**src/hw/cpuPkg.sv**
```systemverilog
// Shared widths, opcode encodings and the structs that travel between the pipeline
// stages and over the instruction and data Wishbone buses.
// Modules refer to everything here by scoped name.
package cpuPkg;

	parameter int DataWidth = 16;
	parameter int RegAddrWidth = 3;

	// Every instruction is one 16-bit word
	parameter logic [DataWidth-1:0] InstrBytes = 2;

	// Kept opcodes, valued as they appear in instruction bits 15:11
	typedef enum logic [4:0] {
		opHalt  = 5'b00000,
		opNop   = 5'b00001,
		opAddi  = 5'b01000,
		opSubi  = 5'b01001,
		opBeqz  = 5'b01100,
		opBnez  = 5'b01101,
		opSt    = 5'b10000,
		opLd    = 5'b10001,
		opAluRR = 5'b11011
	} opcode_t;

	// Register-register function from bits 1:0
	typedef enum logic [1:0] {
		aluAdd  = 2'b00,
		aluSub  = 2'b01,
		aluXor  = 2'b10,
		aluAndn = 2'b11
	} aluOp_t;

	typedef struct packed {
		logic cyc;
		logic stb;
		logic we;
		logic [DataWidth-1:0] adr;
		logic [DataWidth-1:0] datW;
	} wbReq_t;

	typedef struct packed {
		logic ack;
		logic [DataWidth-1:0] datR;
	} wbRsp_t;

	// Writeback port, also used for both forwarding paths
	typedef struct packed {
		logic en;
		logic [RegAddrWidth-1:0] addr;
		logic [DataWidth-1:0] data;
	} regWrite_t;

	typedef struct packed {
		logic valid;
		logic [DataWidth-1:0] pc;
		opcode_t opcode;
		aluOp_t aluFn;
		logic [RegAddrWidth-1:0] rs;
		logic [RegAddrWidth-1:0] rt;
		logic [DataWidth-1:0] rsVal;
		logic [DataWidth-1:0] rtVal;
		logic [DataWidth-1:0] imm;
		logic [RegAddrWidth-1:0] rd;
		logic regWe;
		logic isLoad;
		logic isStore;
		logic isBranch;
		logic isHalt;
		logic isIllegal;
	} idEx_t;

	typedef struct packed {
		logic valid;
		logic [DataWidth-1:0] result;
		logic [DataWidth-1:0] storeData;
		logic [RegAddrWidth-1:0] dest;
		logic regWe;
		logic isLoad;
		logic isStore;
		logic isHalt;
		logic isIllegal;
	} exMem_t;

	// stop set means halt or illegal opcode, fetch ends for good
	typedef struct packed {
		logic valid;
		logic stop;
		logic [DataWidth-1:0] target;
	} redirect_t;

endpackage

```
**src/hw/fetchStage.sv**
```systemverilog
`timescale 1ns/1ps
// Fetch stage: PC, Wishbone read master for instructions and a one-entry buffer.
// Also produces the single advance strobe that moves every pipeline register.
module fetchStage #(
	parameter logic [cpuPkg::DataWidth-1:0] ResetPc = '0
) (
	input  logic clk,
	input  logic arstN,
	input  logic holdFetch,
	input  logic memBusy,
	input  cpuPkg::redirect_t redirect,
	input  cpuPkg::wbRsp_t iBusRsp,
	output cpuPkg::wbReq_t iBusReq,
	output logic [cpuPkg::DataWidth-1:0] fetchedInstr,
	output logic [cpuPkg::DataWidth-1:0] fetchedPc,
	output logic fetchedValid,
	output logic advance
);

	logic [cpuPkg::DataWidth-1:0] pc;
	logic [cpuPkg::DataWidth-1:0] reqAdr;
	logic [cpuPkg::DataWidth-1:0] fetchAddr;
	logic [cpuPkg::DataWidth-1:0] bufInstr;
	logic [cpuPkg::DataWidth-1:0] bufPc;
	logic bufValid;
	logic busCyc;
	logic stopped;
	logic ackNow;
	logic consume;
	logic startReq;

	// Once stopped, bubbles keep flowing so the stop instruction can retire
	assign advance = (bufValid || stopped) && !memBusy;
	assign consume = advance && !holdFetch;
	assign ackNow = busCyc && iBusRsp.ack;
	assign fetchAddr = redirect.valid ? redirect.target : pc;

	// Only start a read when the buffer is sure to be empty by the time ack lands
	assign startReq = !busCyc && !stopped && !(redirect.valid && redirect.stop) &&
		(!bufValid || consume || redirect.valid);

	always_ff @(posedge clk or negedge arstN) begin
		if (!arstN) begin
			pc <= ResetPc;
			busCyc <= 1'b0;
			stopped <= 1'b0;
			bufValid <= 1'b0;
		end else begin
			if (startReq) begin
				busCyc <= 1'b1;
				pc <= fetchAddr + cpuPkg::InstrBytes;
			end else if (redirect.valid) begin
				pc <= redirect.target;
			end
			if (ackNow) begin
				busCyc <= 1'b0;
			end
			if (redirect.valid && redirect.stop) begin
				stopped <= 1'b1;
			end
			// A redirect needs a full buffer and thus never meets a read in flight
			if (redirect.valid) begin
				bufValid <= 1'b0;
			end else if (ackNow) begin
				bufValid <= 1'b1;
			end else if (consume) begin
				bufValid <= 1'b0;
			end
		end
	end

	always_ff @(posedge clk) begin
		if (startReq) begin
			reqAdr <= fetchAddr;
		end
		if (ackNow) begin
			bufInstr <= iBusRsp.datR;
			bufPc <= reqAdr;
		end
	end

	// Read-only master
	always_comb begin
		iBusReq.cyc = busCyc;
		iBusReq.stb = busCyc;
		iBusReq.we = 1'b0;
		iBusReq.adr = reqAdr;
		iBusReq.datW = '0;
	end

	assign fetchedInstr = bufInstr;
	assign fetchedPc = bufPc;
	assign fetchedValid = bufValid;

endmodule

```
**src/hw/decodeStage.sv**
```systemverilog
`timescale 1ns/1ps
// Decode stage: IF/ID register, instruction decoder, register file and the
// load-use check. The decoded instruction leaves as idExNext, which the
// execute stage latches on advance.
module decodeStage (
	input  logic clk,
	input  logic arstN,
	input  logic advance,
	input  logic [cpuPkg::DataWidth-1:0] fetchedInstr,
	input  logic [cpuPkg::DataWidth-1:0] fetchedPc,
	input  logic fetchedValid,
	input  cpuPkg::redirect_t redirect,
	input  cpuPkg::regWrite_t wbWrite,
	input  logic [cpuPkg::RegAddrWidth-1:0] idExLoadDest,
	input  logic idExIsLoad,
	output logic holdFetch,
	output cpuPkg::idEx_t idExNext
);

	localparam int RegCount = 1 << cpuPkg::RegAddrWidth;
	localparam int DW = cpuPkg::DataWidth;

	logic ifIdValid;
	logic [DW-1:0] ifIdInstr;
	logic [DW-1:0] ifIdPc;
	logic [DW-1:0] regs [RegCount];
	logic [cpuPkg::RegAddrWidth-1:0] rs;
	logic [cpuPkg::RegAddrWidth-1:0] rt;
	logic [DW-1:0] rsVal;
	logic [DW-1:0] rtVal;
	logic [DW-1:0] imm5;
	logic [DW-1:0] imm8;
	logic usesRs;
	logic usesRt;

	always_ff @(posedge clk or negedge arstN) begin
		if (!arstN) begin
			ifIdValid <= 1'b0;
		end else if (advance) begin
			if (redirect.valid) begin
				ifIdValid <= 1'b0;
			end else if (!holdFetch) begin
				ifIdValid <= fetchedValid;
			end
		end
	end

	always_ff @(posedge clk) begin
		if (advance && !holdFetch) begin
			ifIdInstr <= fetchedInstr;
			ifIdPc <= fetchedPc;
		end
	end

	// Registers start at zero after reset
	always_ff @(posedge clk or negedge arstN) begin
		if (!arstN) begin
			for (int i = 0; i < RegCount; i++) begin
				regs[i] <= '0;
			end
		end else if (wbWrite.en) begin
			regs[wbWrite.addr] <= wbWrite.data;
		end
	end

	assign rs = ifIdInstr[10:8];
	assign rt = ifIdInstr[7:5];

	// A write in this cycle wins over the stored value
	assign rsVal = (wbWrite.en && wbWrite.addr == rs) ? wbWrite.data : regs[rs];
	assign rtVal = (wbWrite.en && wbWrite.addr == rt) ? wbWrite.data : regs[rt];

	assign imm5 = {{(DW - 5){ifIdInstr[4]}}, ifIdInstr[4:0]};
	assign imm8 = {{(DW - 8){ifIdInstr[7]}}, ifIdInstr[7:0]};

	always_comb begin
		idExNext = '0;
		idExNext.pc = ifIdPc;
		idExNext.rs = rs;
		idExNext.rt = rt;
		idExNext.rsVal = rsVal;
		idExNext.rtVal = rtVal;
		idExNext.imm = imm5;
		idExNext.rd = ifIdInstr[7:5];
		idExNext.opcode = cpuPkg::opNop;
		idExNext.aluFn = cpuPkg::aluAdd;
		usesRs = 1'b0;
		usesRt = 1'b0;
		case (ifIdInstr[15:11])
			cpuPkg::opHalt: begin
				idExNext.opcode = cpuPkg::opHalt;
				idExNext.isHalt = 1'b1;
			end
			cpuPkg::opNop: idExNext.opcode = cpuPkg::opNop;
			cpuPkg::opAddi, cpuPkg::opSubi: begin
				idExNext.opcode = cpuPkg::opcode_t'(ifIdInstr[15:11]);
				idExNext.aluFn = ifIdInstr[11] ? cpuPkg::aluSub : cpuPkg::aluAdd;
				idExNext.regWe = 1'b1;
				usesRs = 1'b1;
			end
			cpuPkg::opBeqz, cpuPkg::opBnez: begin
				idExNext.opcode = cpuPkg::opcode_t'(ifIdInstr[15:11]);
				idExNext.imm = imm8;
				idExNext.isBranch = 1'b1;
				usesRs = 1'b1;
			end
			cpuPkg::opSt: begin
				// Store data comes from bits 7:5
				idExNext.opcode = cpuPkg::opSt;
				idExNext.isStore = 1'b1;
				usesRs = 1'b1;
				usesRt = 1'b1;
			end
			cpuPkg::opLd: begin
				idExNext.opcode = cpuPkg::opLd;
				idExNext.isLoad = 1'b1;
				idExNext.regWe = 1'b1;
				usesRs = 1'b1;
			end
			cpuPkg::opAluRR: begin
				idExNext.opcode = cpuPkg::opAluRR;
				idExNext.aluFn = cpuPkg::aluOp_t'(ifIdInstr[1:0]);
				idExNext.rd = ifIdInstr[4:2];
				idExNext.regWe = 1'b1;
				usesRs = 1'b1;
				usesRt = 1'b1;
			end
			default: idExNext.isIllegal = 1'b1;
		endcase
		// Load result not ready yet, so hold IF/ID and send a bubble
		holdFetch = ifIdValid && idExIsLoad &&
			((usesRs && rs == idExLoadDest) || (usesRt && rt == idExLoadDest));
		idExNext.valid = ifIdValid && !holdFetch && !redirect.valid;
	end

endmodule

```
**src/hw/executeStage.sv**
```systemverilog
`timescale 1ns/1ps
// Execute stage: ID/EX register, operand forwarding, ALU and branch resolution.
// Taken branches, halt and illegal opcodes raise redirect toward fetch and decode.
module executeStage (
	input  logic clk,
	input  logic arstN,
	input  logic advance,
	input  cpuPkg::idEx_t idExNext,
	input  cpuPkg::regWrite_t exMemFwd,
	input  cpuPkg::regWrite_t memWbFwd,
	output logic [cpuPkg::RegAddrWidth-1:0] idExLoadDest,
	output logic idExIsLoad,
	output cpuPkg::redirect_t redirect,
	output cpuPkg::exMem_t exMemNext
);

	cpuPkg::idEx_t idEx;
	logic [cpuPkg::DataWidth-1:0] rsFwd;
	logic [cpuPkg::DataWidth-1:0] rtFwd;
	logic [cpuPkg::DataWidth-1:0] opB;
	logic [cpuPkg::DataWidth-1:0] aluOut;
	logic useImm;
	logic rsZero;
	logic taken;

	// Newest producer first, then the older one, then the register file value
	function automatic logic [cpuPkg::DataWidth-1:0] pickOperand(
		input logic [cpuPkg::RegAddrWidth-1:0] idx,
		input logic [cpuPkg::DataWidth-1:0] regVal,
		input cpuPkg::regWrite_t nearer,
		input cpuPkg::regWrite_t older
	);
		if (nearer.en && nearer.addr == idx) begin
			return nearer.data;
		end
		if (older.en && older.addr == idx) begin
			return older.data;
		end
		return regVal;
	endfunction

	always_ff @(posedge clk or negedge arstN) begin
		if (!arstN) begin
			idEx <= '0;
		end else if (advance) begin
			idEx <= idExNext;
		end
	end

	assign rsFwd = pickOperand(idEx.rs, idEx.rsVal, exMemFwd, memWbFwd);
	assign rtFwd = pickOperand(idEx.rt, idEx.rtVal, exMemFwd, memWbFwd);

	assign useImm = idEx.opcode inside {cpuPkg::opAddi, cpuPkg::opSubi, cpuPkg::opLd,
		cpuPkg::opSt};
	assign opB = useImm ? idEx.imm : rtFwd;

	// sub is B minus A, so subi gives imm - Rs and the RR form gives Rt - Rs
	always_comb begin
		case (idEx.aluFn)
			cpuPkg::aluAdd:  aluOut = rsFwd + opB;
			cpuPkg::aluSub:  aluOut = opB - rsFwd;
			cpuPkg::aluXor:  aluOut = rsFwd ^ opB;
			cpuPkg::aluAndn: aluOut = rsFwd & ~opB;
		endcase
	end

	assign rsZero = (rsFwd == '0);
	assign taken = idEx.isBranch && ((idEx.opcode == cpuPkg::opBeqz) ? rsZero : !rsZero);

	// Issued together with advance so that fetch sees each redirect exactly once
	always_comb begin
		redirect.valid = idEx.valid && advance && (taken || idEx.isHalt || idEx.isIllegal);
		redirect.stop = idEx.isHalt || idEx.isIllegal;
		redirect.target = idEx.pc + cpuPkg::InstrBytes + idEx.imm;
	end

	always_comb begin
		exMemNext.valid = idEx.valid;
		exMemNext.result = aluOut;
		exMemNext.storeData = rtFwd;
		exMemNext.dest = idEx.rd;
		exMemNext.regWe = idEx.regWe;
		exMemNext.isLoad = idEx.isLoad;
		exMemNext.isStore = idEx.isStore;
		exMemNext.isHalt = idEx.isHalt;
		exMemNext.isIllegal = idEx.isIllegal;
	end

	// Seen by decode for the load-use check
	assign idExLoadDest = idEx.rd;
	assign idExIsLoad = idEx.valid && idEx.isLoad;

endmodule

```
**src/hw/memStage.sv**
```systemverilog
`timescale 1ns/1ps
// Memory and writeback stages: EX/MEM and MEM/WB registers and the Wishbone data
// master. memBusy freezes the whole pipeline until the data access is acked.
module memStage (
	input  logic clk,
	input  logic arstN,
	input  logic advance,
	input  cpuPkg::exMem_t exMemNext,
	input  cpuPkg::wbRsp_t dBusRsp,
	output cpuPkg::wbReq_t dBusReq,
	output logic memBusy,
	output cpuPkg::regWrite_t exMemFwd,
	output cpuPkg::regWrite_t memWbFwd,
	output cpuPkg::regWrite_t wbWrite,
	output logic halted,
	output logic err
);

	cpuPkg::exMem_t exMem;
	cpuPkg::regWrite_t memWb;
	logic memWbStop;
	logic memWbIllegal;
	logic [cpuPkg::DataWidth-1:0] loadData;
	logic [cpuPkg::DataWidth-1:0] loadValue;
	logic memOp;
	logic accDone;
	logic accGap;
	logic dCyc;
	logic dAck;

	assign memOp = exMem.valid && (exMem.isLoad || exMem.isStore);
	// accGap keeps cyc low for one cycle after an ack before the next access
	assign dCyc = memOp && !accDone && !accGap;
	assign dAck = dCyc && dBusRsp.ack;
	assign memBusy = memOp && !accDone && !dAck;
	assign loadValue = dAck ? dBusRsp.datR : loadData;

	always_comb begin
		dBusReq.cyc = dCyc;
		dBusReq.stb = dCyc;
		dBusReq.we = exMem.isStore;
		dBusReq.adr = exMem.result;
		dBusReq.datW = exMem.storeData;
	end

	always_ff @(posedge clk or negedge arstN) begin
		if (!arstN) begin
			exMem <= '0;
			memWb <= '0;
			memWbStop <= 1'b0;
			memWbIllegal <= 1'b0;
			accDone <= 1'b0;
			accGap <= 1'b0;
			halted <= 1'b0;
			err <= 1'b0;
		end else begin
			accGap <= dAck;
			if (advance) begin
				accDone <= 1'b0;
			end else if (dAck) begin
				// Acked but the pipeline cannot move yet
				accDone <= 1'b1;
			end
			if (advance) begin
				exMem <= exMemNext;
				memWb.en <= exMem.valid && exMem.regWe;
				memWb.addr <= exMem.dest;
				memWb.data <= exMem.isLoad ? loadValue : exMem.result;
				memWbStop <= exMem.valid && (exMem.isHalt || exMem.isIllegal);
				memWbIllegal <= exMem.valid && exMem.isIllegal;
				if (memWbStop) begin
					halted <= 1'b1;
					err <= memWbIllegal;
				end
			end
		end
	end

	always_ff @(posedge clk) begin
		if (dAck) begin
			loadData <= dBusRsp.datR;
		end
	end

	// Load data only exists after MEM, so loads never forward from here
	always_comb begin
		exMemFwd.en = exMem.valid && exMem.regWe && !exMem.isLoad;
		exMemFwd.addr = exMem.dest;
		exMemFwd.data = exMem.result;
	end

	assign memWbFwd = memWb;
	assign wbWrite = memWb;

endmodule

```
**src/hw/proc.sv**
```systemverilog
`timescale 1ns/1ps
// Top level of the five-stage 16-bit processor. Connects fetch, decode,
// execute and memory/writeback; instructions and data come over two
// Wishbone classic master ports.
module proc #(
	parameter logic [cpuPkg::DataWidth-1:0] ResetPc = '0
) (
	input  logic clk,
	input  logic arstN,
	output cpuPkg::wbReq_t iBusReq,
	input  cpuPkg::wbRsp_t iBusRsp,
	output cpuPkg::wbReq_t dBusReq,
	input  cpuPkg::wbRsp_t dBusRsp,
	output logic halted,
	output logic err
);

	logic advance;
	logic holdFetch;
	logic memBusy;
	logic [cpuPkg::DataWidth-1:0] fetchedInstr;
	logic [cpuPkg::DataWidth-1:0] fetchedPc;
	logic fetchedValid;
	logic [cpuPkg::RegAddrWidth-1:0] idExLoadDest;
	logic idExIsLoad;
	cpuPkg::redirect_t redirect;
	cpuPkg::idEx_t idExNext;
	cpuPkg::exMem_t exMemNext;
	cpuPkg::regWrite_t exMemFwd;
	cpuPkg::regWrite_t memWbFwd;
	cpuPkg::regWrite_t wbWrite;

	fetchStage #(
		.ResetPc(ResetPc)
	) fetch (
		.clk, .arstN, .holdFetch, .memBusy, .redirect, .iBusRsp, .iBusReq,
		.fetchedInstr, .fetchedPc, .fetchedValid, .advance
	);

	decodeStage decode (
		.clk, .arstN, .advance, .fetchedInstr, .fetchedPc, .fetchedValid,
		.redirect, .wbWrite, .idExLoadDest, .idExIsLoad, .holdFetch, .idExNext
	);

	executeStage execute (
		.clk, .arstN, .advance, .idExNext, .exMemFwd, .memWbFwd,
		.idExLoadDest, .idExIsLoad, .redirect, .exMemNext
	);

	// Also holds the writeback register
	memStage mem (
		.clk, .arstN, .advance, .exMemNext, .dBusRsp, .dBusReq, .memBusy,
		.exMemFwd, .memWbFwd, .wbWrite, .halted, .err
	);

endmodule

```
**config.mk**
```make
export PLATFORM = sky130hd
export DESIGN_NAME = proc
export DESIGN_NICKNAME = d
export VERILOG_FILES = /design/src/hw/cpuPkg.sv /design/src/hw/fetchStage.sv /design/src/hw/decodeStage.sv /design/src/hw/executeStage.sv /design/src/hw/memStage.sv /design/src/hw/proc.sv
export SDC_FILE = /design/constraint.sdc
export NUM_CORES = 1
export LEC_CHECK = 0
export CORE_MARGIN = 1.5
export CORE_UTILIZATION = 50
export CTS_BUF_LIST = sky130_fd_sc_hd__clkbuf_2 sky130_fd_sc_hd__clkbuf_4 sky130_fd_sc_hd__clkbuf_8
export DETAILED_ROUTE_END_ITERATION = 10
export DONT_BUFFER_PORTS = 1
export SLEW_MARGIN = 20
export SYNTH_ARGS = -nofsm -noshare
export SYNTH_HDL_FRONTEND = slang
export SYNTH_SLANG_ARGS = --single-unit
```
**constraint.sdc**
```tcl
create_clock -name clk -period 5.3 [get_ports clk]
set_clock_uncertainty 0.05 [all_clocks]
set_input_delay 0.795 -clock clk [delete_from_list [all_inputs] [get_ports clk]]
set_output_delay 0.795 -clock clk [all_outputs]
set_load 0.05 [all_outputs]
```
After elaboration in Yosys (flattened, before gate mapping) --
Cells that the tools add are included.
Word-level totals: memory bits (writable) 0, logic and storage cells 217, output and inout port bits 72, ROM bits 0, bits in latches 0, flip-flop bits (word level) 398, memories 0, input port bits 36
Cells by class: multipliers 0, shifts and indexed selects 0, bitwise logic cells 6, muxes and demuxes 54, div/mod/pow operators 0, reductions and logical operators 70, $add $sub $neg 5, equal/unequal tests 25, $lt $le $gt $ge 4
Operators by type and width (number):
- $mux 16 | 21
- $bwmux 128 | 1
- $bmux 16 s3 | 2
- $pmux 16 s4 | 1
- $demux 16 s3 | 1
- $eq 5x4->1 const B | 7
- $logic_and 1x1->1 | 33
- $add 16x16->16 | 2
- $add 16x2->16 const B | 2
- $eq 5x5->1 const B | 5
- $mux 1 | 25
- $pmux 5 s5 | 1
- $eq 3x3->1 | 8
- $and 16x16->16 | 1
- $logic_not 16->1 | 1
- $not 16->16 | 1
- $sub 16x16->16 | 1
- $xor 16x16->16 | 1
- $ge 4x4->1 const B | 3
- $logic_not 1->1 | 12
- $not 3->4 | 3
- $logic_or 1x1->1 | 9
- $reduce_or 9->1 | 1
- $reduce_or 4->1 | 2
- 15 further kinds | 20

Logic depth before layout (Yosys ltp) --
Gate-level depths: netlist of the first run.
depth after elaboration 20, mapped depth 24, gate-level depth less buffers 21

Hierarchy --
Synthesis of the first run repeated with hierarchy kept, for this count alone.
Unflattened totals: cells, all modules 1864, area, all modules 22486.6 sq um
Modules (own cells, without submodules):
- decodeStage | instances 1, area an instance 8805.9 sq um, seq. area each 4189.0 sq um, cells an instance 599
- executeStage | instances 1, area an instance 6879.1 sq um, seq. area each 2177.1 sq um, cells an instance 714
- memStage | instances 1, area an instance 3987.6 sq um, seq. area each 1996.9 sq um, cells an instance 370
- fetchStage | instances 1, area an instance 2813.9 sq um, seq. area each 1916.8 sq um, cells an instance 181

Worst setup path before layout of the first run --
OpenSTA, ideal clock, no wires.
path kind flip-flop to flip-flop, from register mem.memWb (netlist bit mem.memWbFwd[18]), to register mem.exMem (netlist bit mem.dBusReq[30]), buffers on the path 3, library setup time 83 ps, required time 5167 ps, clock period less this slack 4721 ps, arrival time 4589 ps, slack 579 ps, stages on the path, launching flop included 25, cells stage by stage dfrtp_1 > clkbuf_1 > xnor2_1 > nand4_1 > clkbuf_1 > clkbuf_1 > mux2i_1 > nor2_1 > a21oi_1 > nor2_1 > a21oi_1 > ha_1 > inv_1 > fa_1 > a21o_1 > a21oi_1 > o21bai_1 > a21oi_1 > o21bai_1 > a211oi_1 > o21ai_0 > a41oi_1 > xnor2_1 > mux2i_1 > o21ai_0
Between the ends: word-level cells in the longest chain between the ends 10, elaborated cells on any way between the ends 21, those cells by class 2 x add/sub; 2 x eq/ne; 12 x mux; 3 x bitwise; 2 x reduce/logical
RTL lines:
- start, declared | line memStage.sv:20 | cpuPkg::regWrite_t memWb;
- branches (longest 9 deep; another with $sub 16x16->16)
- $pmux 16 s4 (*) | line executeStage.sv:59 | case (idEx.aluFn)
- end signal, assigned | line memStage.sv:65 | exMem <= exMemNext;
- end, declared | line memStage.sv:19 | cpuPkg::exMem_t exMem;
Mark *: on every way between the ends. The select of a mux whose other input is x is not followed. A chain may end at the register's enable or synchronous reset.

Final worst setup path of the first run --
from register mem.memWb (netlist bit mem.memWbFwd[18]), to register mem.exMem (netlist bit mem.dBusReq[29])
The elaborated chain is that of the path after synthesis.

==> PnR_summary.wiki, run 1 <==
{| class="wikitable"
! Metric !! Value
|-
| Fin Setup TNS || 0 ns
|-
| Clock tree from TritonCTS || yes
|-
| Depth of the CTS H-tree || 3
|-
| DRC marker count from the first detailed-route iteration || 878
|-
| Die Y || 207 um
|-
| Failing checks || design-rule violations, negative hold slack
|-
| PostCTS Resize Cnt || 0
|-
| Horizontal extent of the die || 207 um
|-
| Initial cell density of the core || 51.0%
|-
| Placement row count || 74
|-
| Worst setup timing slack at the placement stage || 0.522 ns
|-
| Worst Setup Slack, final || 0.475 ns
|-
| Total routed wirelength || 50800 um
|-
| Async set-or-reset flop fraction in the synthesized netlist || 75.4%
|-
| Die area || 43000 um2
|-
| Floorplan core area || 41000 um2
|-
| Total Nets Final || 1949
|-
| Overall overflow remaining after global route || 0
|-
| Worst Hold Class || in -> async
|-
| Via-to-Cell Ratio || 5.71
|-
| Total number of vias || 13.9k
|-
| Final-layout fill cell count || 3560
|-
| Final count of pins violating max slew || 0
|-
| Number of storage elements in the synthesis netlist || 390
|-
| DRC Markers || 5
|-
| Pin slew with the least headroom to its limit || 0.984 ns
|-
| Required time of the critical path || 5.78 ns
|-
| Wire length of the first global-routing pass || 80300 um
|-
| Netlist Area Pre-Place || 20900 um2
|-
| Worst skew pair latency || 0.64 ns
|-
| Post-layout instance area || 22500 um2
|-
| I/O pins || 108
|-
| Clock Sinks || 390
|-
| Count of mapped cells out of synthesis || 1902
|-
| WL per Instance || 20.8 um
|-
| Setup violators final || 0
|-
| Crit path time final || 4.83 ns
|-
| Number of antenna violations at the first check in global routing || 0
|-
| Leak || 0.0103 uW
|-
| Vias in the first global route || 14.1k
|-
| Sequential share of the synthesized area || 48.2%
|-
| Half-perimeter wire length after placement || 33100 um
|-
| Max transition margin || 34.4%
|-
| Synthesis warning total || 0
|-
| Status || finished with violations
|-
| Maximum number of pins on one net before global-route repair || 295
|-
| Total placed instance area || 21100 um2
|-
| Worst slack on hold paths || -0.197 ns
|-
| RePlAce Congestion || 0.896
|-
| Maximum vdd ir drop || 0.000486 V
|-
| Ys flop type || dfrtp_1
|-
| Maximum clock frequency || 207 MHz
|-
| Overall Global Routing Usage || 24.1%
|-
| Number of input and output port buffers inserted || 0
|-
| Master cell of the clock root buffer || clkbuf_8
|-
| Number of enable-type register cells in the synthesized netlist || 80
|-
| Number of buffers inserted by post-CTS setup repair || 0
|-
| Antenna Nets Post-Route || 0
|-
| Power density relative to cell area || 681 nW/um2
|-
| Cell variety after synth || 77
|-
| Number of iterations in the first detailed-routing pass || 8
|-
| Unrepaired setup endpoints after global routing || no
|-
| Register clock-pin slew on the reported worst setup and hold paths || 0.06 ns
|-
| CTS max path bufs || 3
|-
| Worst setup path category || reg -> reg
|-
| Largest driver fanout on the critical path || 24
|-
| Clock buffers created by TritonCTS || 68
|-
| Startpoint Class || register
|-
| Arrival time worst endpoint || 5.31 ns
|-
| Mean instance size in the synthesized netlist || 11.0 um2
|-
| Synthesis-to-layout area growth || 7.84%
|-
| Share of final-layout standard cells stronger than drive strength 1 || 20.9%
|-
| Endpoint class of the critical path || register
|-
| # diodes || 0
|-
| Max Cap Viol || 0
|-
| Final hold violation count || 294
|-
| Post-route fraction of the period consumed by the critical path || 91.0%
|}
-- worst max-delay path, stage by stage, from the launching register on --
cell	delay, ns
dfrtp_1	0.51
xor2_1	0.22
or4b_1	0.62
buf_4	0.27
mux2i_1	0.18
o21ai_1	0.15
nor4_1	0.57
a21oi_1	0.17
xnor2_1	0.17
ha_1	0.34
a21o_1	0.18
a31oi_1	0.24
o2111ai_1	0.21
a41oi_1	0.33
xor2_1	0.17
nor2_1	0.06
a211oi_1	0.22
nor2_1	0.06
-- cell type report --
| cell class | instances | area [um2] | share of cell area, % |
|---|---|---|---|
| Sequential cell | 390 | 10100 | 44.7 |
| Multi-Input combinational cell | 1304 | 9900 | 43.9 |
| Clock buffer | 114 | 1350 | 5.99 |
| Tap cell | 532 | 666 | 2.95 |
| Timing Repair Buffer | 34 | 279 | 1.24 |
| Inverter | 52 | 195 | 0.866 |
| Clock inverter | 11 | 70.1 | 0.311 |
-- metal layers --
| metal | vias to the layer above | GRT usage, % | wire (um) | share of wire [%] |
|---|---|---|---|---|
| li1 | 6549 | - | - | - |
| met1 | 6912 | 30.8 | 21500 | 42 |
| met2 | 331 | 40.0 | 25000 | 49 |
| met3 | 113 | 4.64 | 2440 | 4.8 |
| met4 | 0 | 10.4 | 1860 | 3.7 |
| met5 | - | 0 | 0 | 0 |
-- sequential cells by signal, summed over array words and instances (netlist names), 3 cells and up --
signal and count:
decode.regs 128, decode.ifIdInstr 16, execute.exMemNext 6, execute.idExLoadDest 3
fetch.pc 16, mem.exMem 5, mem.exMemFwd 3, decode.ifIdPc 16
execute.idEx 70, fetch.fetchedInstr 16, mem.dBusReq 33, mem.loadData 16
fetch.fetchedPc 16, fetch.reqAdr 16, mem.memWbFwd 20
-- per-stage QoR --
step           std cells  util [%]  total power, uW
3_3_place_gp        2311      51.5            12400
2_1_floorplan       1918         -            10900
4_1_cts             2436      54.9            15500
6_report            2437      55.0            15300
3_5_place_dp        2311      51.5            12500
5_1_grt             2437      55.0            16500
-- cells in the final DEF, fill, tap and decap left out, types with 8 or more instances in the layout --
cell	Yosys	layout
nand2b_1	9	9
xor2_1	28	28
nor3_1	19	15
xnor2_1	53	53
o21ai_0	165	165
mux4_2	64	64
dfrtp_1	294	294
nand2_1	349	349
ha_1	61	61
clkbuf_8	0	79
clkbuf_4	0	35
edfxtp_1	80	80
a21o_1	9	9
inv_1	48	48
conb_1	1	17
mux2i_1	106	106
a21oi_1	49	49
o21a_1	18	18
nand3_1	15	15
dfxtp_1	16	16
o21ai_1	8	8
nor2b_1	9	9
a31oi_1	8	8
buf_4	56	31
mux2_2	145	145
nor2_1	62	62
-- cell usage after synthesis, drive strengths merged, types with 8 or more instances --
cell type	count	area (um2)
a21o	9	67.6
a21oi	50	254
a31oi	8	50.1
buf	78	522
clkbuf	94	353
dfrtp	294	7360
dfxtp	16	320
edfxtp	80	2400
ha	61	763
inv	52	195
mux2	147	1660
mux2i	108	1100
mux4	64	1440
nand2	349	1310
nand2b	10	70.1
nand3	15	75.1
nor2	62	233
nor2b	9	56.3
nor3	20	105
nor4	8	65.1
o21a	18	135
o21ai	173	866
xnor2	53	464
xor2	28	245
-- cells by family (layout without fill, tap and decap cells) --
group / count (synthesis) / count (layout) / share of synthesized area, %
AND/OR/NAND/NOR: 517 / 517 / 10.8
flip-flops: 390 / 390 / 48.2
multiplexers: 319 / 319 / 20.1
buffers and inverters: 224 / 211 / 5.12
adder cells (fa/ha/maj): 63 / 63 / 3.84
other: 1 / 17 / 0.0179
XOR/XNOR: 81 / 81 / 3.39
AO/OA/AOI/OAI: 307 / 307 / 8.53
-- where the power goes --
part           switching, uW  internal (uW)
Sequential              1400           4030
Clock                   1230           1610
Combinational           3910           3160
-- path summary, 6_finish.rpt --
| path | slack, ns | to | cells after the start | startpoint |
|---|---|---|---|---|
| worst max-delay path | 0.47 | mem.dBusReq[29] | 17 | mem.memWbFwd[18] |
| min in group clk | 0.21 | fetch.fetchedInstr[1] | 0 | iBusRsp[1] |
| max in group asynchronous | 4.88 | decode.regs[54] | 0 | arstN |
| worst min-delay path | -0.20 | mem.dBusReq[26] | 0 | arstN |
| worst max register to register | 0.47 | mem.dBusReq[29] | 17 | mem.memWbFwd[18] |
| worst min register to register | 0.37 | decode.ifIdPc[4] | 0 | fetch.fetchedPc[4] |
(Power assumes the default switching activity.)
==> run 2: changes to the inputs <==
PLACE_DENSITY_LB_ADDON = 0.2   (was not set)
clock period = 6.2 ns   (was 5.3 ns; I/O delays follow)
==> run 2 against run 1 <==
  * The flow still finishes with violations (design-rule violations, negative hold slack)
  * Combinational power shrank 15%
  * Cell area hardly changed
  * Largest power group unchanged
  * Fmax is 10% lower
  * Global-route usage shrank 0.32 points
  * Highest routed layer is now met5
==> PnR_summary.wiki, run 2 (synthesis gave the netlist of run 1 again) <==
{| class="wikitable"
! Metric !! Value
|-
| Status || finished with violations
|-
| Failing checks || design-rule violations, negative hold slack
|-
| Required time of the critical path || 6.68 ns
|-
| Worst setup path category || reg -> reg
|-
| Placement row count || 74
|-
| Share of final-layout standard cells stronger than drive strength 1 || 20.0%
|-
| Commonest non-fill, non-tap cells in the layout || nand2_1, dfrtp_1, o21ai_0
|-
| Vias in the first global route || 14.1k
|-
| Number of input and output port buffers inserted || 0
|-
| Clock tree from TritonCTS || yes
|-
| Maximum clock frequency || 187 MHz
|-
| Wire length of the first global-routing pass || 79700 um
|-
| Arrival time worst endpoint || 5.84 ns
|-
| Total number of vias || 13.8k
|-
| Clock buffers created by TritonCTS || 66
|-
| Largest driver fanout on the critical path || 26
|-
| Die area || 43000 um2
|-
| Die Y || 207 um
|-
| Crit path time final || 5.36 ns
|-
| Number of buffers inserted by post-CTS setup repair || 0
|-
| Power density relative to cell area || 585 nW/um2
|-
| Leak || 0.0102 uW
|-
| Worst skew pair latency || 0.62 ns
|-
| Overall overflow remaining after global route || 0
|-
| Setup violators final || 0
|-
| Post-route fraction of the period consumed by the critical path || 86.5%
|-
| WL per Instance || 20.7 um
|-
| Maximum number of pins on one net before global-route repair || 295
|-
| RePlAce Congestion || 0.867
|-
| Final count of pins violating max slew || 0
|-
| PostCTS Resize Cnt || 0
|-
| Max Cap Viol || 0
|-
| Register name with the most flops || decode.regs
|-
| Startpoint Class || register
|-
| Depth of the CTS H-tree || 3
|-
| Final-layout fill cell count || 3536
|-
| Number of iterations in the first detailed-routing pass || 8
|-
| Initial cell density of the core || 51.0%
|-
| Fin Setup TNS || 0 ns
|-
| Endpoint class of the critical path || register
|-
| DRC Markers || 6
|-
| Number of antenna violations at the first check in global routing || 1
|-
| Footprint of the multi-input gates || 9900 um2
|-
| Maximum vdd ir drop || 0.000401 V
|-
| Master cell of the clock root buffer || clkbuf_8
|-
| Clock Sinks || 390
|-
| Total routed wirelength || 50100 um
|-
| Flip-flop count of the largest register, all copies and words added || 128
|-
| Unrepaired setup endpoints after global routing || no
|-
| Worst Hold Class || in -> async
|-
| Final hold violation count || 8
|-
| Overall Global Routing Usage || 23.7%
|-
| Half-perimeter wire length after placement || 32500 um
|-
| Horizontal extent of the die || 207 um
|-
| I/O pins || 108
|-
| Antenna Nets Post-Route || 0
|-
| Total Nets Final || 1941
|-
| Floorplan core area || 41000 um2
|-
| Pin slew with the least headroom to its limit || 1.21 ns
|-
| Final Power || 13200 uW
|-
| Sequential cell area || 10100 um2
|-
| # diodes || 0
|-
| Worst slack on hold paths || -0.0391 ns
|-
| DRC marker count from the first detailed-route iteration || 898
|-
| Synthesis-to-layout area growth || 7.76%
|-
| Most common cell after layout, fill and taps aside || nand2_1
|-
| CTS max path bufs || 3
|-
| Via-to-Cell Ratio || 5.71
|-
| Register clock-pin slew on the reported worst setup and hold paths || 0.06 ns
|-
| Max transition margin || 19.4%
|}
## run 2: cell types whose count changed in the layout (fill, tap and decap cells not counted), sizes merged
cell,change
buf,-6
clkinv,+6
clkinvlp,-4
clkbuf,-15
bufinv,+5
inv,-1
## run 2: worst paths after layout
path | from | endpoint | slack (ns) | cells past startpoint
max reg2reg | mem.memWbFwd[16] | mem.dBusReq[30] | 0.84 | 20
min reg2reg | fetch.fetchedPc[8] | decode.ifIdPc[8] | 0.36 | 0
max in group asynchronous | arstN | execute.idEx[84] | 5.22 | 0
max | mem.memWbFwd[16] | mem.dBusReq[30] | 0.84 | 20
min | arstN | mem.dBusReq[28] | -0.04 | 0
min in group clk | fetch.fetchedPc[8] | decode.ifIdPc[8] | 0.36 | 0
## run 2: critical path: stages, from the launching register on
cell      delay, ns
dfrtp_1        0.75
xor2_1         0.19
or4b_1         0.53
buf_4          0.27
mux2i_1        0.16
o21ai_1        0.34
inv_1          0.09
ha_1           0.29
mux2i_1        0.10
fa_1           0.48
a21o_1         0.17
a21oi_1        0.22
o21bai_1       0.10
a21oi_1        0.23
o21bai_1       0.12
a211oi_1       0.35
o21ai_0        0.20
a41oi_1        0.27
xnor2_1        0.14
mux2i_1        0.08
o21ai_0        0.16
## run 2: per-layer routing
layer	global-route usage, %	wire length (um)	vias up
met5	0	7	-
met1	30.9	21800	6923
met4	7.91	1270	2
met3	3.90	2190	84
met2	40.5	24800	305
li1	-	-	6516
## run 2: cell type report
class	count	area share (%)
multi-input combinational	1304	43.9
inverter	52	0.867
clock buffer	99	5.52
sequential	390	44.8
clock inverter	17	0.911
tap	532	2.96
timing repair buffer	28	1.04
## run 2: through the flow
stage / worst slack, ns / hold WS [ns] / std cells / instance area [um2] / utilization [%]
global placement: 1.00 / 0.351 / 2305 / 21100 / 51.3
global route: 0.384 / -0.0789 / 2422 / 22500 / 54.9
detailed placement: 0.931 / 0.355 / 2305 / 21100 / 51.3
CTS: 0.890 / -0.0756 / 2421 / 22500 / 54.9
finish: 0.838 / -0.0391 / 2422 / 22500 / 54.9
floorplan: 1.48 / 0.350 / 1918 / 21000 / -
## run 2: where the power goes
group	internal, uW	switching (uW)	total [uW]	leakage (uW)
sequential	3440	1230	4670	0.00478
combinational	2690	3290	5980	0.00469
clock	1490	1030	2520	0.000762
==> run 3: changes to the inputs <==
SYNTH_HIERARCHICAL = 1   (was not set)
==> run 3 against run 2 <==
  * The run ends with negative hold slack left
  * First-iteration DRC count grew 4.6%
  * Power is 16% higher
  * Flip-flop and latch count is 8 higher
  * Critical path depth decreased by 1
  * Via count up 0.46%
  * Sequential power increased by 7.9%
  * Combinational power grew 30%
  * Largest cell class is now multi-input gates
  * Largest power group unchanged
==> PnR_summary.wiki, run 3 <==
{| class="wikitable"
! Metric !! Value
|-
| Status || finished with violations
|-
| Failing checks || negative hold slack
|-
| Number of storage elements in the synthesis netlist || 398
|-
| Sequential share of the synthesized area || 45.7%
|-
| Clock Sinks || 398
|-
| Maximum number of pins on one net before global-route repair || 303
|-
| Largest driver fanout on the critical path || 16
|-
| Worst Hold Class || in -> async
|-
| Half-perimeter wire length after placement || 35500 um
|-
| Register name with the most flops || decode/regs
|-
| Cell taking the most area after synthesis || dfrtp_1
|-
| Max transition margin || 17.6%
|-
| Number of enable-type register cells in the synthesized netlist || 80
|-
| Setup violators final || 0
|-
| Worst skew pair latency || 0.64 ns
|-
| Pin slew with the least headroom to its limit || 1.24 ns
|-
| Mean instance size in the synthesized netlist || 12.1 um2
|-
| Synthesis-to-layout area growth || 3.96%
|-
| Endpoint class of the critical path || register
|-
| Depth of the CTS H-tree || 3
|-
| # diodes || 0
|-
| Master cell of the clock root buffer || clkbuf_8
|-
| Startpoint Class || register
|-
| Top-count cell post-synth || dfrtp_1
|-
| WL per Instance || 22.6 um
|-
| Share of final-layout standard cells stronger than drive strength 1 || 29.4%
|-
| CTS max path bufs || 3
|-
| Power density relative to cell area || 654 nW/um2
|-
| Horizontal extent of the die || 215 um
|-
| Total Nets Final || 1848
|-
| Unrepaired setup endpoints after global routing || no
|-
| DRC Markers || 0
|-
| Crit path time final || 5.07 ns
|-
| Vias in the first global route || 14.4k
|-
| I/O pins || 108
|-
| Required time of the critical path || 6.68 ns
|-
| Die Y || 215 um
|-
| Arrival time worst endpoint || 5.56 ns
|-
| Floorplan core area || 44300 um2
|-
| Final-layout fill cell count || 3897
|-
| DRC marker count from the first detailed-route iteration || 939
|-
| Flip-flop count of the largest register, all copies and words added || 128
|-
| Wire length of the first global-routing pass || 84500 um
|-
| Fin Setup TNS || 0 ns
|-
| Total routed wirelength || 53900 um
|-
| Number of input and output port buffers inserted || 0
|-
| Final hold violation count || 9
|-
| RePlAce Congestion || 0.863
|-
| Count of mapped cells out of synthesis || 1864
|-
| Max Cap Viol || 0
|-
| Synthesis warning total || 6
|-
| Ys flop type || dfrtp_1
|-
| Instance count after placement with tap cells included || 2268
|-
| Overall overflow remaining after global route || 0
|-
| Clock buffers created by TritonCTS || 69
|-
| Initial cell density of the core || 50.7%
|-
| Placement row count || 77
|-
| Overall Global Routing Usage || 23.9%
|-
| Worst slack on hold paths || -0.0470 ns
|-
| Total number of vias || 13.9k
|-
| Async set-or-reset flop fraction in the synthesized netlist || 75.9%
|-
| Clock tree from TritonCTS || yes
|-
| Synth top area cells || dfrtp_1, mux2_2, edfxtp_1, mux4_2, buf_4
|-
| Worst setup path category || reg -> reg
|-
| Leak || 0.0106 uW
|-
| Number of antenna violations at the first check in global routing || 2
|-
| Netlist Area Pre-Place || 22500 um2
|-
| Antenna Nets Post-Route || 0
|-
| Commonest non-fill, non-tap cells in the layout || dfrtp_1, mux2_2, nor2_1
|-
| Post-route fraction of the period consumed by the critical path || 81.8%
|-
| Final count of pins violating max slew || 0
|-
| Maximum clock frequency || 197 MHz
|-
| Final Instance Count excl. Fillers || 2387
|-
| Number of iterations in the first detailed-routing pass || 5
|-
| Maximum vdd ir drop || 0.000353 V
|-
| Leading cell types by count after synthesis || dfrtp_1, mux2_2, buf_4
|-
| Cell variety after synth || 94
|-
| Final Power || 15300 uW
|-
| Register clock-pin slew on the reported worst setup and hold paths || 0.06 ns
|-
| Die area || 46300 um2
|-
| Final Util || 52.7%
|-
| Most common cell after layout, fill and taps aside || dfrtp_1
|-
| Top-area cell type share of the netlist area || 33.6%
|-
| Via-to-Cell Ratio || 5.82
|}
-- run 3: cell count changes after synthesis, moves of 33 or more --
cell / before / now
buf_4: 56 / 149
o21ai_0: 165 / 70
clkbuf_1: 94 / 34
nor2_1: 62 / 95
nand2_1: 349 / 80
mux2_2: 145 / 271
-- run 3: final timing paths --
kind	startpoint	cells after the start	slack [ns]	to
setup / recovery	mem/memWbFwd[18]	19	1.13	mem/dBusReq[31]
hold / removal	arstN	0	-0.05	decode/regs[119]
setup reg to reg	mem/memWbFwd[18]	19	1.13	mem/dBusReq[31]
hold reg to reg	fetch/fetchedPc[3]	0	0.36	decode/ifIdPc[3]
max in group asynchronous	arstN	0	5.15	fetch/pc[3]
min in group clk	iBusRsp[1]	0	0.34	fetch/fetchedInstr[1]
-- run 3: per-layer routing --
metal  vias to the layer above  wire length, um  part of all wire [%]  track usage (%)
met3                        94             2710                   5.0             4.84
met1                      7052            24400                    45             33.0
met4                         0             1470                   2.7             8.39
li1                       6377                -                     -                -
met5                         -                0                     0                0
met2                       371            25300                    47             37.8
-- run 3: layout make-up --
| type | count | area [um2] | area share, % |
|---|---|---|---|
| Clock buffer | 103 | 1280 | 5.48 |
| Tap cell | 592 | 741 | 3.17 |
| Multi-Input combinational cell | 1175 | 10400 | 44.7 |
| Timing Repair Buffer | 29 | 225 | 0.963 |
| Inverter | 75 | 282 | 1.20 |
| Sequential cell | 398 | 10300 | 44.0 |
| Clock inverter | 15 | 131 | 0.562 |
-- run 3: power breakdown --
| group | internal [uW] | total [uW] | switching (uW) |
|---|---|---|---|
| clock network | 1400 | 2470 | 1070 |
| logic | 3690 | 7790 | 4100 |
| registers | 3700 | 5040 | 1340 |
-- run 3: stage by stage --
stage / worst slack [ns] / cell area, um2
finish: 1.13 / 23400
global route: 0.630 / 23400
CTS: 1.14 / 23400
detailed placement: 1.15 / 22000
global placement: 1.27 / 22000
floorplan: 1.72 / 22500
-- run 3: cells by family after synthesis --
group           after synthesis  share of synthesized area (%)
compound gates              276                           7.83
xor+xnor                     75                           2.95
fa+ha+maj                    64                           3.63
buf+inv                     307                           8.24
flops                       398                           45.7
mux                         419                           23.8
other cells                   1                         0.0167
simple gates                324                           7.83
-- run 3: what timing repair did --
action | in CTS | in global routing
setup buffers | 0 | 0
hold endpoints to repair | 302 | 302
gates resized for setup | 0 | 0
-- run 3: worst max-delay path: stages (launching register included) --
cell and delay (ns):
dfrtp_1 0.60, xor2_1 0.23, nand4bb_1 0.15, buf_4 0.28, mux2_2 0.37, mux2i_2 0.22, ha_1 0.28, nand2_1 0.05
o21ai_0 0.15, inv_1 0.09, ha_1 0.22, nor2b_1 0.14, o31a_1 0.28, o41ai_1 0.48, o221ai_1 0.29, a31o_2 0.31
o21ai_0 0.24, nand3b_1 0.16, o2111ai_1 0.10, mux2_2 0.27
